## src/common/typecm_pkg.sv

```systemverilog
package typecm_pkg;

    // one data byte as carried on the input stream, the line and the output stream
    typedef logic [7:0] byte_t;

    // every frame on the line starts with this byte
    localparam byte_t SYNC_BYTE = 8'h01;

    // buffer entries, which is also the longest frame the link accepts
    localparam int FIFO_DEPTH = 16;

    typedef logic [3:0] fifo_ptr_t;
    typedef logic [4:0] fifo_cnt_t;

    // position of a bit within a byte, counted down from 7 (MSB first)
    typedef logic [2:0] bit_idx_t;

    typedef enum logic [2:0] {
        idle,
        wait_frame,
        send_sync,
        send_data,
        done
    } tx_state_e;

    typedef enum logic [1:0] {
        hunt,
        check_sync,
        receive,
        drop
    } rx_state_e;

endpackage
```

## src/logic/typecm_link.sv

```systemverilog
module typecm_link (
    input  logic              clk,
    input  logic              rst,
    input  typecm_pkg::byte_t in_data,
    input  logic              in_valid,
    input  logic              in_last,
    output logic              in_ready,
    output logic              tx_en,
    output logic              tx_data,
    input  logic              rx_en,
    input  logic              rx_data,
    output typecm_pkg::byte_t out_data,
    output logic              out_valid,
    output logic              out_last
);

    logic              frame_ready;
    typecm_pkg::byte_t head_data;
    logic              head_last;
    logic              byte_take;

    tx_frame_buffer u_frame_buffer (
        .clk         (clk),
        .rst         (rst),
        .in_data     (in_data),
        .in_valid    (in_valid),
        .in_last     (in_last),
        .in_ready    (in_ready),
        .frame_ready (frame_ready),
        .head_data   (head_data),
        .head_last   (head_last),
        .byte_take   (byte_take)
    );

    tx_serializer u_serializer (
        .clk         (clk),
        .rst         (rst),
        .frame_ready (frame_ready),
        .head_data   (head_data),
        .head_last   (head_last),
        .byte_take   (byte_take),
        .line_en     (tx_en),
        .line_data   (tx_data)
    );

    // the receive side only sees the pins and the loopback is made outside
    rx_deserializer u_deserializer (
        .clk       (clk),
        .rst       (rst),
        .line_en   (rx_en),
        .line_data (rx_data),
        .out_data  (out_data),
        .out_valid (out_valid),
        .out_last  (out_last)
    );

endmodule

```

## src/rx/rx_deserializer.sv

```systemverilog
module rx_deserializer (
    input  logic              clk,
    input  logic              rst,
    input  logic              line_en,
    input  logic              line_data,
    output typecm_pkg::byte_t out_data,
    output logic              out_valid,
    output logic              out_last
);

    typecm_pkg::rx_state_e state;
    typecm_pkg::bit_idx_t  bit_idx;
    typecm_pkg::byte_t     shift_q;
    typecm_pkg::byte_t     shift_next;
    typecm_pkg::byte_t     hold_q;
    logic                  hold_valid;
    logic                  byte_done;

    assign shift_next = {shift_q[6:0], line_data};
    assign byte_done  = line_en && (bit_idx == '0);

    always_ff @(posedge clk or posedge rst) begin
        if (rst) begin
            state      <= typecm_pkg::hunt;
            bit_idx    <= 3'd7;
            hold_valid <= 1'b0;
            out_valid  <= 1'b0;
            out_last   <= 1'b0;
        end else begin
            out_valid  <= 1'b0;
            out_last   <= 1'b0;
            hold_valid <= 1'b0;

            // a held byte is released one bit later, when line_en tells whether it was the last
            if (hold_valid) begin
                out_valid <= 1'b1;
                out_last  <= !line_en;
            end

            case (state)
                typecm_pkg::hunt: begin
                    if (line_en) begin
                        bit_idx <= 3'd6;
                        state   <= typecm_pkg::check_sync;
                    end
                end
                typecm_pkg::check_sync: begin
                    if (!line_en) begin
                        state <= typecm_pkg::hunt;
                    end else begin
                        bit_idx <= bit_idx - 1'b1;
                        if (byte_done) begin
                            if (shift_next == typecm_pkg::SYNC_BYTE) begin
                                state <= typecm_pkg::receive;
                            end else begin
                                state <= typecm_pkg::drop;
                            end
                        end
                    end
                end
                typecm_pkg::receive: begin
                    // ending mid-byte discards the partial bits
                    if (!line_en) begin
                        state <= typecm_pkg::hunt;
                    end else begin
                        bit_idx <= bit_idx - 1'b1;
                        if (byte_done) begin
                            hold_valid <= 1'b1;
                        end
                    end
                end
                typecm_pkg::drop: begin
                    if (!line_en) begin
                        state <= typecm_pkg::hunt;
                    end
                end
                default: begin
                    state <= typecm_pkg::hunt;
                end
            endcase
        end
    end

    always_ff @(posedge clk) begin
        if (line_en) begin
            shift_q <= shift_next;
        end
        if (state == typecm_pkg::receive && byte_done) begin
            hold_q <= shift_next;
        end
        if (hold_valid) begin
            out_data <= hold_q;
        end
    end

    a_last_with_valid: assert property (@(posedge clk) disable iff (rst)
        out_last |-> out_valid);

endmodule

```

## src/tx/tx_serializer.sv

```systemverilog
module tx_serializer (
    input  logic              clk,
    input  logic              rst,
    input  logic              frame_ready,
    input  typecm_pkg::byte_t head_data,
    input  logic              head_last,
    output logic              byte_take,
    output logic              line_en,
    output logic              line_data
);

    typecm_pkg::tx_state_e state;
    typecm_pkg::tx_state_e state_next;
    typecm_pkg::bit_idx_t  bit_idx;
    logic                  byte_end;

    assign byte_end = bit_idx == '0;

    always_comb begin
        state_next = state;
        case (state)
            typecm_pkg::idle: begin
                state_next = typecm_pkg::wait_frame;
            end
            typecm_pkg::wait_frame: begin
                if (frame_ready) begin
                    state_next = typecm_pkg::send_sync;
                end
            end
            typecm_pkg::send_sync: begin
                if (byte_end) begin
                    state_next = typecm_pkg::send_data;
                end
            end
            typecm_pkg::send_data: begin
                // the head entry's last flag closes the frame on its bit 0
                if (byte_end && head_last) begin
                    state_next = typecm_pkg::done;
                end
            end
            typecm_pkg::done: begin
                state_next = typecm_pkg::idle;
            end
            default: begin
                state_next = typecm_pkg::idle;
            end
        endcase
    end

    always_ff @(posedge clk or posedge rst) begin
        if (rst) begin
            state <= typecm_pkg::idle;
        end else begin
            state <= state_next;
        end
    end

    // counts 7 down to 0 for every byte on the line and wraps back to 7
    always_ff @(posedge clk or posedge rst) begin
        if (rst) begin
            bit_idx <= 3'd7;
        end else if (line_en) begin
            bit_idx <= bit_idx - 1'b1;
        end else begin
            bit_idx <= 3'd7;
        end
    end

    assign line_en = (state == typecm_pkg::send_sync) || (state == typecm_pkg::send_data);

    always_comb begin
        if (state == typecm_pkg::send_sync) begin
            line_data = typecm_pkg::SYNC_BYTE[bit_idx];
        end else if (state == typecm_pkg::send_data) begin
            line_data = head_data[bit_idx];
        end else begin
            line_data = 1'b0;
        end
    end

    // the head byte is popped while its final bit is still on the line
    assign byte_take = (state == typecm_pkg::send_data) && byte_end;

    // a frame only stays on the line while the buffer still counts it as complete
    a_en_within_frame: assert property (@(posedge clk) disable iff (rst)
        line_en |-> frame_ready);

endmodule

```

## src/tx/tx_frame_buffer.sv

```systemverilog
module tx_frame_buffer (
    input  logic              clk,
    input  logic              rst,
    input  typecm_pkg::byte_t in_data,
    input  logic              in_valid,
    input  logic              in_last,
    output logic              in_ready,
    output logic              frame_ready,
    output typecm_pkg::byte_t head_data,
    output logic              head_last,
    input  logic              byte_take
);

    typecm_pkg::byte_t     data_mem [typecm_pkg::FIFO_DEPTH];
    logic                  last_mem [typecm_pkg::FIFO_DEPTH];
    typecm_pkg::fifo_ptr_t wr_ptr;
    typecm_pkg::fifo_ptr_t rd_ptr;
    typecm_pkg::fifo_cnt_t entry_cnt;
    typecm_pkg::fifo_cnt_t entry_cnt_next;
    typecm_pkg::fifo_cnt_t frame_cnt;
    typecm_pkg::fifo_cnt_t frame_cnt_next;
    logic                  push;
    logic                  frame_push;
    logic                  frame_pop;

    assign push       = in_valid && in_ready;
    assign frame_push = push && in_last;
    assign frame_pop  = byte_take && head_last;

    always_comb begin
        entry_cnt_next = entry_cnt;
        if (push && !byte_take) begin
            entry_cnt_next = entry_cnt + 1'b1;
        end else if (!push && byte_take) begin
            entry_cnt_next = entry_cnt - 1'b1;
        end
    end

    // a frame counts as complete once its last byte is stored
    always_comb begin
        frame_cnt_next = frame_cnt;
        if (frame_push && !frame_pop) begin
            frame_cnt_next = frame_cnt + 1'b1;
        end else if (!frame_push && frame_pop) begin
            frame_cnt_next = frame_cnt - 1'b1;
        end
    end

    always_ff @(posedge clk or posedge rst) begin
        if (rst) begin
            wr_ptr    <= '0;
            rd_ptr    <= '0;
            entry_cnt <= '0;
            frame_cnt <= '0;
            in_ready  <= 1'b0;
        end else begin
            if (push) begin
                wr_ptr <= wr_ptr + 1'b1;
            end
            if (byte_take) begin
                rd_ptr <= rd_ptr + 1'b1;
            end
            entry_cnt <= entry_cnt_next;
            frame_cnt <= frame_cnt_next;
            // ready is registered from the next count so it drops exactly when full
            in_ready  <= entry_cnt_next != typecm_pkg::fifo_cnt_t'(typecm_pkg::FIFO_DEPTH);
        end
    end

    always_ff @(posedge clk) begin
        if (push) begin
            data_mem[wr_ptr] <= in_data;
            last_mem[wr_ptr] <= in_last;
        end
    end

    assign head_data   = data_mem[rd_ptr];
    assign head_last   = last_mem[rd_ptr];
    assign frame_ready = frame_cnt != '0;

    // the serializer only pops inside a complete frame, so the buffer is never empty then
    a_no_pop_empty: assert property (@(posedge clk) disable iff (rst)
        byte_take |-> entry_cnt != '0);

    a_frames_le_entries: assert property (@(posedge clk) disable iff (rst)
        frame_cnt <= entry_cnt);

endmodule

```

## config.mk

```make
export PLATFORM = sky130hd
export DESIGN_NAME = typecm_link
export DESIGN_NICKNAME = d
export VERILOG_FILES = /design/src/common/typecm_pkg.sv /design/src/logic/typecm_link.sv /design/src/rx/rx_deserializer.sv /design/src/tx/tx_serializer.sv /design/src/tx/tx_frame_buffer.sv
export SDC_FILE = /design/constraint.sdc
export NUM_CORES = 1
export LEC_CHECK = 0
export ABC_AREA = 1
export BUFFER_PORTS_ARGS = -buffer_cell sky130_fd_sc_hd__buf_2
export CAP_MARGIN = 20
export CORE_ASPECT_RATIO = 1.1
export CORE_MARGIN = 5
export CORE_UTILIZATION = 35
export CTS_BUF_LIST = sky130_fd_sc_hd__clkbuf_16
export CTS_CLUSTER_DIAMETER = 100
export DETAILED_ROUTE_END_ITERATION = 12
export GPL_ROUTABILITY_DRIVEN = 0
export PLACE_DENSITY = 0.48
export RECOVER_POWER = 100
export SYNTH_ARGS = -nofsm -noshare
export SYNTH_HDL_FRONTEND = slang
export SYNTH_SLANG_ARGS = --single-unit
```

## constraint.sdc

```tcl
create_clock -name clk -period 7.4 [get_ports clk]
set_input_delay 0.37 -clock clk [delete_from_list [all_inputs] [get_ports clk]]
set_output_delay 0.37 -clock clk [all_outputs]
set_load 0.01 [all_outputs]
```

---- Yosys cells after proc, flatten, opt, wreduce, memory -nomap -nowiden ----
Memories as Yosys holds them, arrays and structs flattened.
Index checks and enable logic that the tools add are counted.
word-level totals
  ROM bits ................................ 8
  bits in writable memories ............... 144
  flip-flop bits (word level) ............. 56
  output and inout bits ................... 13
  input port bits ......................... 14
  bits in latches ......................... 0
  memories kept ........................... 3
  word-level logic and storage cells ...... 101
cells by class
  multipliers ............................. 0
  divide/modulo/power cells ............... 0
  add/sub/neg operators ................... 8
  shift operators ......................... 0
  reduce and logical (&&, ||, !) cells .... 29
  muxes and demuxes ....................... 30
  equality and inequality tests ........... 15
  bitwise operators ....................... 0
  order comparisons ....................... 1
memories
  memory                   depth  bits a word  read ports  clocked after memory_dff  wr ports  line                   RTL
  u_frame_buffer.data_mem  16     8            1           0                         1         tx_frame_buffer.sv:14  typecm_pkg::byte_t data_mem [typecm_pkg::FIFO_DEPTH];
  u_frame_buffer.last_mem  16     1            1           0                         1         tx_frame_buffer.sv:15  logic last_mem [typecm_pkg::FIFO_DEPTH];
  (no name shown)          8      1            1           0                         0         tx_serializer.sv:73    line_data = typecm_pkg::SYNC_BYTE[bit_idx];
operators with widths
  operator                                                                       number
  5-bit 2-to-1 mux                                                               4
  3-bit 2-to-1 mux                                                               6
  1-bit 2-to-1 mux                                                               12
  3-bit case mux with 4 select lines                                             1
  1-bit logical AND                                                              11
  5-bit by 1-bit adder with 5-bit output (second input constant)                 2
  5-bit by 1-bit subtractor with 5-bit output (second input constant)            2
  3-bit zero test                                                                3
  3-bit AND reduction                                                            3
  4-bit by 1-bit adder with 4-bit output (second input constant)                 2
  8-bit by 1-bit equality test with 1-bit output (second input constant)         1
  2-bit 2-to-1 mux                                                               4
  3-bit by 2-bit equality test with 1-bit output (second input constant)         2
  2-bit by 1-bit inequality test with 1-bit output (second input constant)       3
  2-bit inequality test (second input constant)                                  3
  2-bit case mux with 3 select lines                                             1
  3-bit case mux with 2 select lines                                             1
  3-bit by 1-bit subtractor with 3-bit output (second input constant)            2
  1-bit zero test                                                                5
  5-bit inequality test (second input constant)                                  1
  5-bit nonzero test                                                             1
  2-bit equality test (second input constant)                                    2
  3-bit by 4-bit less-than comparator with 1-bit output (second input constant)  1
  2-bit nonzero test                                                             2
  other kinds (7)                                                                8

---- Logic depth before layout (Yosys ltp) ----
Gate-level depths: netlist of the first run.
  depth in word-level cells ............... 6
  gate-level depth with buffers ........... 19
  depth with buffers taken out ............ 18

---- Hierarchy ----
A second synthesis of the first run with hierarchy kept.
second synthesis, totals
  cells, all modules ...................... 761
  area, all modules ....................... 8587.0 µm²
modules (own cells, without submodules)
  module           cells each  area an instance (µm²)  instances
  tx_frame_buffer  607         6949.2                  1
  rx_deserializer  88          1183.6                  1
  tx_serializer    66          454.2                   1

---- Worst setup path before layout of the first run ----
OpenSTA, ideal clock, no wires.
  path type ............................... register to register
  start point ............................. register u_frame_buffer.rd_ptr[0]
  end point ............................... register u_frame_buffer.frame_cnt[4]
  setup time .............................. 125 ps
  buffers on the path ..................... 2
  required time ........................... 7275 ps
  stages on the path, launching flop included .. 18
  arrival time ............................ 2417 ps
  slack ................................... 4858 ps
  path through ............................ dfrtp_1 -> buf_4 -> buf_6 -> o21ai_0 -> o211ai_1 -> nand3_1 -> nand3_2 -> nand3_1 -> ha_1 -> inv_1 -> fa_1 -> a21oi_1 -> nor2_1 -> nor2_1 -> nand2_1 -> nand2_1 -> nor2_1 -> xor2_1
on the way
  cells in the longest elaborated chain, start to end .. 5
  elaborated cells on any way between the ends .. 7
RTL lines
  element                                                        line                   RTL
  from (decl)                                                    tx_frame_buffer.sv:17  typecm_pkg::fifo_ptr_t rd_ptr;
  from (signal assigned)                                         tx_frame_buffer.sv:61  rd_ptr <= rd_ptr + 1'b1;
  memory 16 x 1 bit (*)                                          n/a
  1-bit logical AND (*)                                          tx_frame_buffer.sv:28  assign frame_pop = byte_take && head_last;
  1-bit zero test                                                tx_frame_buffer.sv:42  if (frame_push && !frame_pop) begin
  1-bit logical AND                                              tx_frame_buffer.sv:42
  5-bit 2-to-1 mux / 2-bit nonzero test (equally long branches)  n/a
  to (signal assigned)                                           tx_frame_buffer.sv:64  frame_cnt <= frame_cnt_next;
  to (decl)                                                      tx_frame_buffer.sv:20  typecm_pkg::fifo_cnt_t frame_cnt;
Every way passes the cells marked *; elsewhere a longest branch is shown, timed or not.
A chain may end at the register's enable or synchronous reset.

---- Worst setup path after layout of the first run ----
  start point ............................. register u_frame_buffer.rd_ptr[2]
  end point ............................... register u_frame_buffer.frame_cnt[4]
Same word-level chain as after synthesis.

==> results.py, run 1 <==
metrics = {
    "yosys": {
        "yosysTopAreaCell": "edfxtp_1",
        "synth_top_area_share_pct": 59.40,
        "synth_nets": 743,
        "netlist_top_cells_area": "edfxtp_1, dfrtp_1, nand3_1",
        "synth_ff_type": "edfxtp_1",
        "synth_adder_area_share_pct": 3.201,
        "synth_mux_area_share_pct": 0.1186,
        "yosysSeqAreaShare_pct": 69.28,
        "synth_compound_area_share_pct": 2.594,
        "synth_warnings": 0,
        "avgSynthCellArea_sq_um": 11.92,
        "ys_types": 40,
        "synthXorXnorAreaFrac_pct": 1.452,
        "synthCells": 708,
        "synth_edf_count": 167,
        "netlist_area_sq_um": 8442,
        "ys_seq_elements": 200,
        "yosys.area_share.simple_pct": 19.58,
        "synth_top_family_by_area": "simple AND/OR/NAND/NOR gates",
        "ys_async_sr_fraction_pct": 16.50,
    },
    "die": {
        "dieArea_sq_um": 27330,
        "io_pins": 27,
        "start_util_pct": 35.62,
        "die_width_um": 158.1,
        "die_y_um": 172.9,
        "row_count": 59,
        "core_sq_um": 23700,
    },
    "global_route": {
        "antenna_found_initial": 0,
        "grt_max_degree": 76,
        "globalRouteTotalUtil_pct": 13.84,
        "grt_pass1_vias": 5200,
        "overflow": 0,
        "grt_pass1_wl_mm": 29.00,
    },
    "route": {
        "drc": 0,
        "vias_per_cell": 4.872,
        "wl_per_cell_um": 17.29,
        "drtIter0Drc": 347,
        "antenna_left": 0,
        "drt_wl_total_mm": 18.25,
        "num_vias": 5145,
        "dr.pass1.iters": 5,
    },
    "power": {
        "p_int_w": 0.002136,
        "p_clk_share_pct": 28.6,
        "p_sw_w": 0.001130,
        "swShare_pct": 34.60,
        "seq_power_share_pct": 45.0,
        "power_leakage_nw": 3.479,
        "max-vdd-ir-drop_uv": 167.7,
        "combPwrFrac_pct": 26.3,
        "p_per_area_nw_per_um2": 348.9,
    },
    "timing": {
        "grt_setup_unrepaired": "no",
        "final_hold_viol_count": 0,
        "slew_violations": 34,
        "period_minus_slack_ps": 4002,
        "timing.final.ws_setup_ps": 3398,
        "fmax_ghz": 0.2499,
        "setup_tns_ps": 0,
        "relSlewSlack_pct": -26.33,
        "finClkSkew_ps": 14.53,
        "worst_slew_pin_slew_ps": 1895,
        "whs_ps": 196.4,
        "setup_viol": 0,
        "post-route-period-util_pct": 54.08,
    },
    "run_status": {
        "status": "finished with violations",
        "failed_checks": "max-capacitance violations, max-slew violations",
    },
    "critical_path": {
        "r2r-end": "u_frame_buffer.frame_cnt[4]",
        "crit_arrival_ps": 4310,
        "crit_path_end_kind": "flop",
        "path_max_fanout": 20,
        "critical_path_required_ps": 7710,
        "rrSetupSlack_ps": 3400,
        "reg2reg_from": "u_frame_buffer.rd_ptr[2]",
        "start_kind": "flop",
        "worstRegToRegCells": 15,
        "crit_type": "flop to flop",
        "endpoint": "u_frame_buffer.frame_cnt[4]",
        "startpoint": "u_frame_buffer.rd_ptr[2]",
    },
    "clock_network": {
        "path_clk_slew_ps": 80,
        "cts_setup_buffers": 0,
        "clk_path_buf_depth": 2,
        "tritoncts": "built",
        "ctsResizeCount": 0,
        "clkSinkCount": 200,
        "numCtsBuffers": 17,
        "htreeDepth": 4,
        "insertion_delay_ps": 430,
        "cts_root_buffer": "clkbuf_16",
        "hold_buffers": 0,
    },
    "cells_and_area": {
        "final_area_sq_um": 9360,
        "final_core_util_pct": 39.50,
        "antennaDiodeCount": 0,
        "drive_above_1_share_pct": 6.525,
        "layout_common_cells": "nand2_1, edfxtp_1, nand3_1",
        "area_delta_synth_final_pct": 10.88,
        "final_common_cell": "nand2_1",
        "nNetsFinal": 773,
    },
    "placement": {
        "place_area_sq_um": 8838,
        "place_ws_ps": 3432,
        "portBuffers": 26,
        "post-dp-hpwl_mm": 11.48,
    },
    "flow_run": {
        "drv_cap": 1,
    },
    "hold_path": {
        "hp-class": "input pin to flop",
    },
}
-- per-stage QoR --
step | cells | power [W]
finish | 1056 | 0.003265
global route | 1056 | 0.003478
CTS | 1052 | 0.003319
detailed placement | 1020 | 0.002385
global placement | 1019 | 0.002349
floorplan | 708 | 0.002159
-- worst min path at each step --
stage	from	to	slack, ps	cells past startpoint
2_1_floorplan	u_deserializer.hold_q[0]	u_deserializer.out_data[0]	400	0
3_3_place_gp	u_deserializer.hold_q[4]	u_deserializer.out_data[4]	400	0
3_5_place_dp	u_deserializer.hold_q[6]	u_deserializer.out_data[6]	400	0
4_1_cts	rst	u_deserializer.out_last	30	3
5_1_grt	rx_data	u_deserializer.shift_q[0]	210	1
6_report	rx_data	u_deserializer.shift_q[0]	200	1
-- state kept, by name, indices dropped and copies added (netlist names), 2 cells and up --
name,count
u_deserializer.bit_idx,3
u_frame_buffer.rd_ptr,4
u_frame_buffer.wr_ptr,4
u_deserializer.hold_q,8
u_deserializer.state,2
u_deserializer.shift_q,7
u_frame_buffer.entry_cnt,5
u_deserializer.out_data,8
u_serializer.bit_idx,3
u_frame_buffer.frame_cnt,5
u_serializer.state,3
u_frame_buffer.data_mem,128
u_frame_buffer.last_mem,16
-- cell families after synthesis --
| group | count (synthesis) |
|---|---|
| AND/OR/NAND/NOR | 369 |
| XOR/XNOR | 14 |
| multiplexers | 1 |
| flip-flops | 200 |
| adder cells (fa/ha/maj) | 21 |
| buffers and inverters | 65 |
| AO/OA/AOI/OAI | 38 |
-- area by class of cell --
class	count	area (sq um)
Fill cell	2275	14340
Sequential cell	200	5849
Multi-Input combinational cell	443	2231
Clock buffer	17	425.4
Tap cell	305	381.6
Clock inverter	15	173.9
Timing Repair Buffer	37	152.6
Inverter	39	146.4
-- synth_stat cells (2+ instances only) --
library cell / count
nand4_1: 4
a22oi_1: 3
xor2_1: 11
clkinv_1: 2
nand2_1: 174
clkbuf_1: 2
o21ai_0: 14
nand3_2: 2
dfstp_2: 6
ha_1: 20
buf_6: 6
a21oi_1: 7
edfxtp_1: 167
o211ai_1: 5
xnor2_1: 3
buf_4: 3
dfrtp_1: 27
inv_2: 4
buf_2: 15
nor2_1: 44
nor3_1: 3
o21ai_1: 6
nand3_1: 131
inv_1: 33
-- power by group through the flow --
| stage | clock network (W) | registers [W] | logic [W] |
|---|---|---|---|
| 4_1_cts | 0.000955 | 0.00147 | 0.000893 |
| 6_report | 0.000935 | 0.00147 | 0.000860 |
| 2_1_floorplan | 0 | 0.00147 | 0.000686 |
| 5_1_grt | 0.000999 | 0.00149 | 0.000993 |
| 3_5_place_dp | 0 | 0.00149 | 0.000891 |
| 3_3_place_gp | 0 | 0.00149 | 0.000859 |
-- critical path, cell delays in order (launching register included) --
cell	delay [ps]
dfrtp_1	880
clkinv_1	840
o211ai_1	330
nand3_1	150
nand3_1	170
nand3_1	110
ha_1	260
inv_1	150
ha_1	290
a21oi_1	180
nor2_1	60
nor2_1	140
nand2_1	80
nand2_1	70
nor2_1	50
xor2_1	140
-- per-layer routing --
metal  wire [um]  track usage, %  up-vias
li1            -               -     2525
met1        8110           18.68     2535
met2        9373           22.84       83
met3         694           2.750        2
met4          74           3.697        0
met5           0               0        -
Note: power is estimated with default switching activity, not from simulation.
==> run 2, diff against run 1 <==
Settings changed: PLACE_DENSITY 0.48 to 0.5.
Clock period 7.4 ns to 3.6 ns, I/O delays scaled along.
==> results.py, run 2 (synthesis results as in run 1) <==
metrics = {
    "cells_and_area": {
        "layout_common_cells": "nand2_1, edfxtp_1, nand3_1",
        "nNetsFinal": 780,
        "area_delta_synth_final_pct": 12.03,
        "final_core_util_pct": 39.91,
        "largest_register": "u_frame_buffer.data_mem",
        "fillers": 2227,
        "drive_above_1_share_pct": 7.520,
        "final_common_cell": "nand2_1",
        "antennaDiodeCount": 0,
        "largest_register_ffs": 128,
        "largestRegisters": "u_frame_buffer.data_mem: 128 flops, u_frame_buffer.last_mem: 16 flops",
    },
    "critical_path": {
        "crit_type": "flop to flop",
        "start_kind": "flop",
        "worstRegToRegCells": 16,
        "crit_arrival_ps": 3510,
        "critical_path_required_ps": 3920,
        "path_max_fanout": 24,
        "crit_path_end_kind": "flop",
        "rrSetupSlack_ps": 410,
        "r2r-end": "u_frame_buffer.frame_cnt[4]",
        "reg2reg_from": "u_frame_buffer.rd_ptr[0]",
    },
    "global_route": {
        "globalRouteTotalUtil_pct": 14.18,
        "grt_pass1_wl_mm": 29.70,
        "grt_max_degree": 42,
        "grt_pass1_vias": 5283,
        "antenna_found_initial": 0,
        "overflow": 0,
    },
    "hold_path": {
        "worstHoldStart": "in_valid",
        "hold_end": "u_frame_buffer.wr_ptr[0]",
        "min_path_cells": 3,
        "hp-class": "input pin to flop",
    },
    "timing": {
        "setup_viol": 0,
        "slew_violations": 0,
        "post-route-period-util_pct": 88.74,
        "period_minus_slack_ps": 3195,
        "relSlewSlack_pct": 0.03839,
        "finClkSkew_ps": 11.55,
        "grt_setup_unrepaired": "no",
        "worst_slew_pin_slew_ps": 1499,
        "fmax_ghz": 0.3130,
        "final_hold_viol_count": 0,
        "setup_tns_ps": 0,
    },
    "route": {
        "drtIter0Drc": 376,
        "vias_per_cell": 4.993,
        "drc": 0,
        "drt_wl_total_mm": 18.85,
        "antenna_left": 0,
        "wl_per_cell_um": 17.73,
        "dr.pass1.iters": 5,
        "num_vias": 5308,
    },
    "die": {
        "dieArea_sq_um": 27330,
        "core_sq_um": 23700,
        "start_util_pct": 35.62,
        "row_count": 59,
        "io_pins": 27,
        "die_width_um": 158.1,
        "die_y_um": 172.9,
    },
    "run_status": {
        "failed_checks": "max-capacitance violations",
        "status": "finished with violations",
    },
    "clock_network": {
        "htreeDepth": 4,
        "clkSinkCount": 200,
        "insertion_delay_ps": 440,
        "cts_root_buffer": "clkbuf_16",
        "clk_path_buf_depth": 2,
        "tritoncts": "built",
        "ctsResizeCount": 0,
        "numCtsBuffers": 17,
        "path_clk_slew_ps": 80,
    },
    "power": {
        "max-vdd-ir-drop_uv": 377.7,
        "p_per_area_nw_per_um2": 715.0,
        "power_leakage_nw": 3.540,
    },
    "placement": {
        "portBuffers": 26,
        "post-dp-hpwl_mm": 12.43,
    },
    "flow_run": {
        "drv_cap": 1,
    },
}
## run 2: changes by cell type in the layout (fill, tap and decap cells not counted), moves of 2 or more
| cell | delta |
|---|---|
| clkinv_8 | +5 |
| clkbuf_1 | -3 |
| buf_4 | +6 |
| dlygate4sd3_1 | +2 |
| inv_6 | -2 |
## run 2: how the worst max path moves through the flow
stage                                  start                           to  slack, ps
floorplan           u_frame_buffer.rd_ptr[0]  u_frame_buffer.frame_cnt[4]       1060
global placement    u_frame_buffer.rd_ptr[0]  u_frame_buffer.frame_cnt[4]        780
detailed placement  u_frame_buffer.rd_ptr[0]  u_frame_buffer.frame_cnt[4]        640
CTS                 u_frame_buffer.rd_ptr[0]  u_frame_buffer.frame_cnt[4]        630
global route        u_frame_buffer.rd_ptr[0]  u_frame_buffer.frame_cnt[4]        180
finish              u_frame_buffer.rd_ptr[0]  u_frame_buffer.frame_cnt[4]        410
## run 2: metrics by stage
stage	std cells	setup slack (ps)	cell area (sq um)	total power (W)	hold slack, ps
3_5_place_dp	1027	642.5	8891	0.004948	164.2
6_report	1063	405.2	9458	0.006763	187.2
3_3_place_gp	1026	776.4	8880	0.004873	154.1
5_1_grt	1063	183.3	9458	0.007203	227.8
2_1_floorplan	708	1058	8442	0.004437	246.4
4_1_cts	1061	630.1	9527	0.006869	63.37
## run 2: what timing repair did
item | in CTS | in global routing
hold endpoints to repair | 10 | 0
hold buffers | 2 | 0
buffers inserted | 0 | 0
## run 2: final cells by class
| class | count | area (sq um) | area share (%) |
|---|---|---|---|
| sequential | 200 | 5848 | 61.83 |
| multi-input combinational | 443 | 2247 | 23.76 |
| clock buffer | 17 | 425.4 | 4.498 |
| tap | 305 | 381.6 | 4.035 |
| timing repair buffer | 44 | 219.0 | 2.315 |
| clock inverter | 15 | 190.2 | 2.011 |
| inverter | 39 | 146.4 | 1.548 |
## run 2: report_power, final
group	switching [W]	leakage, nW	internal [W]	total (W)
Clock	0.000964	0.294	0.000947	0.00191
Sequential	0.000198	1.90	0.00285	0.00304
Combinational	0.00124	1.34	0.000567	0.00181
## run 2: critical path, stage by stage (launching register included)
cell	delay, ps
dfrtp_1	700
buf_4	380
o21ai_0	140
o211ai_1	180
nand3_1	100
nand3_1	130
nand3_1	120
ha_1	230
inv_1	140
ha_1	290
a21oi_1	170
nor2_1	60
nor2_1	120
nand2_1	60
nand2_1	50
nor2_1	40
xor2_1	130
## run 2: per-layer routing
metal / vias up / GRT usage (%) / share of wire, %
met5: - / 0 / 0
met4: 0 / 3.342 / 1.3
met3: 16 / 3.125 / 3.4
met2: 92 / 23.46 / 50
met1: 2655 / 19.11 / 45
li1: 2545 / - / -
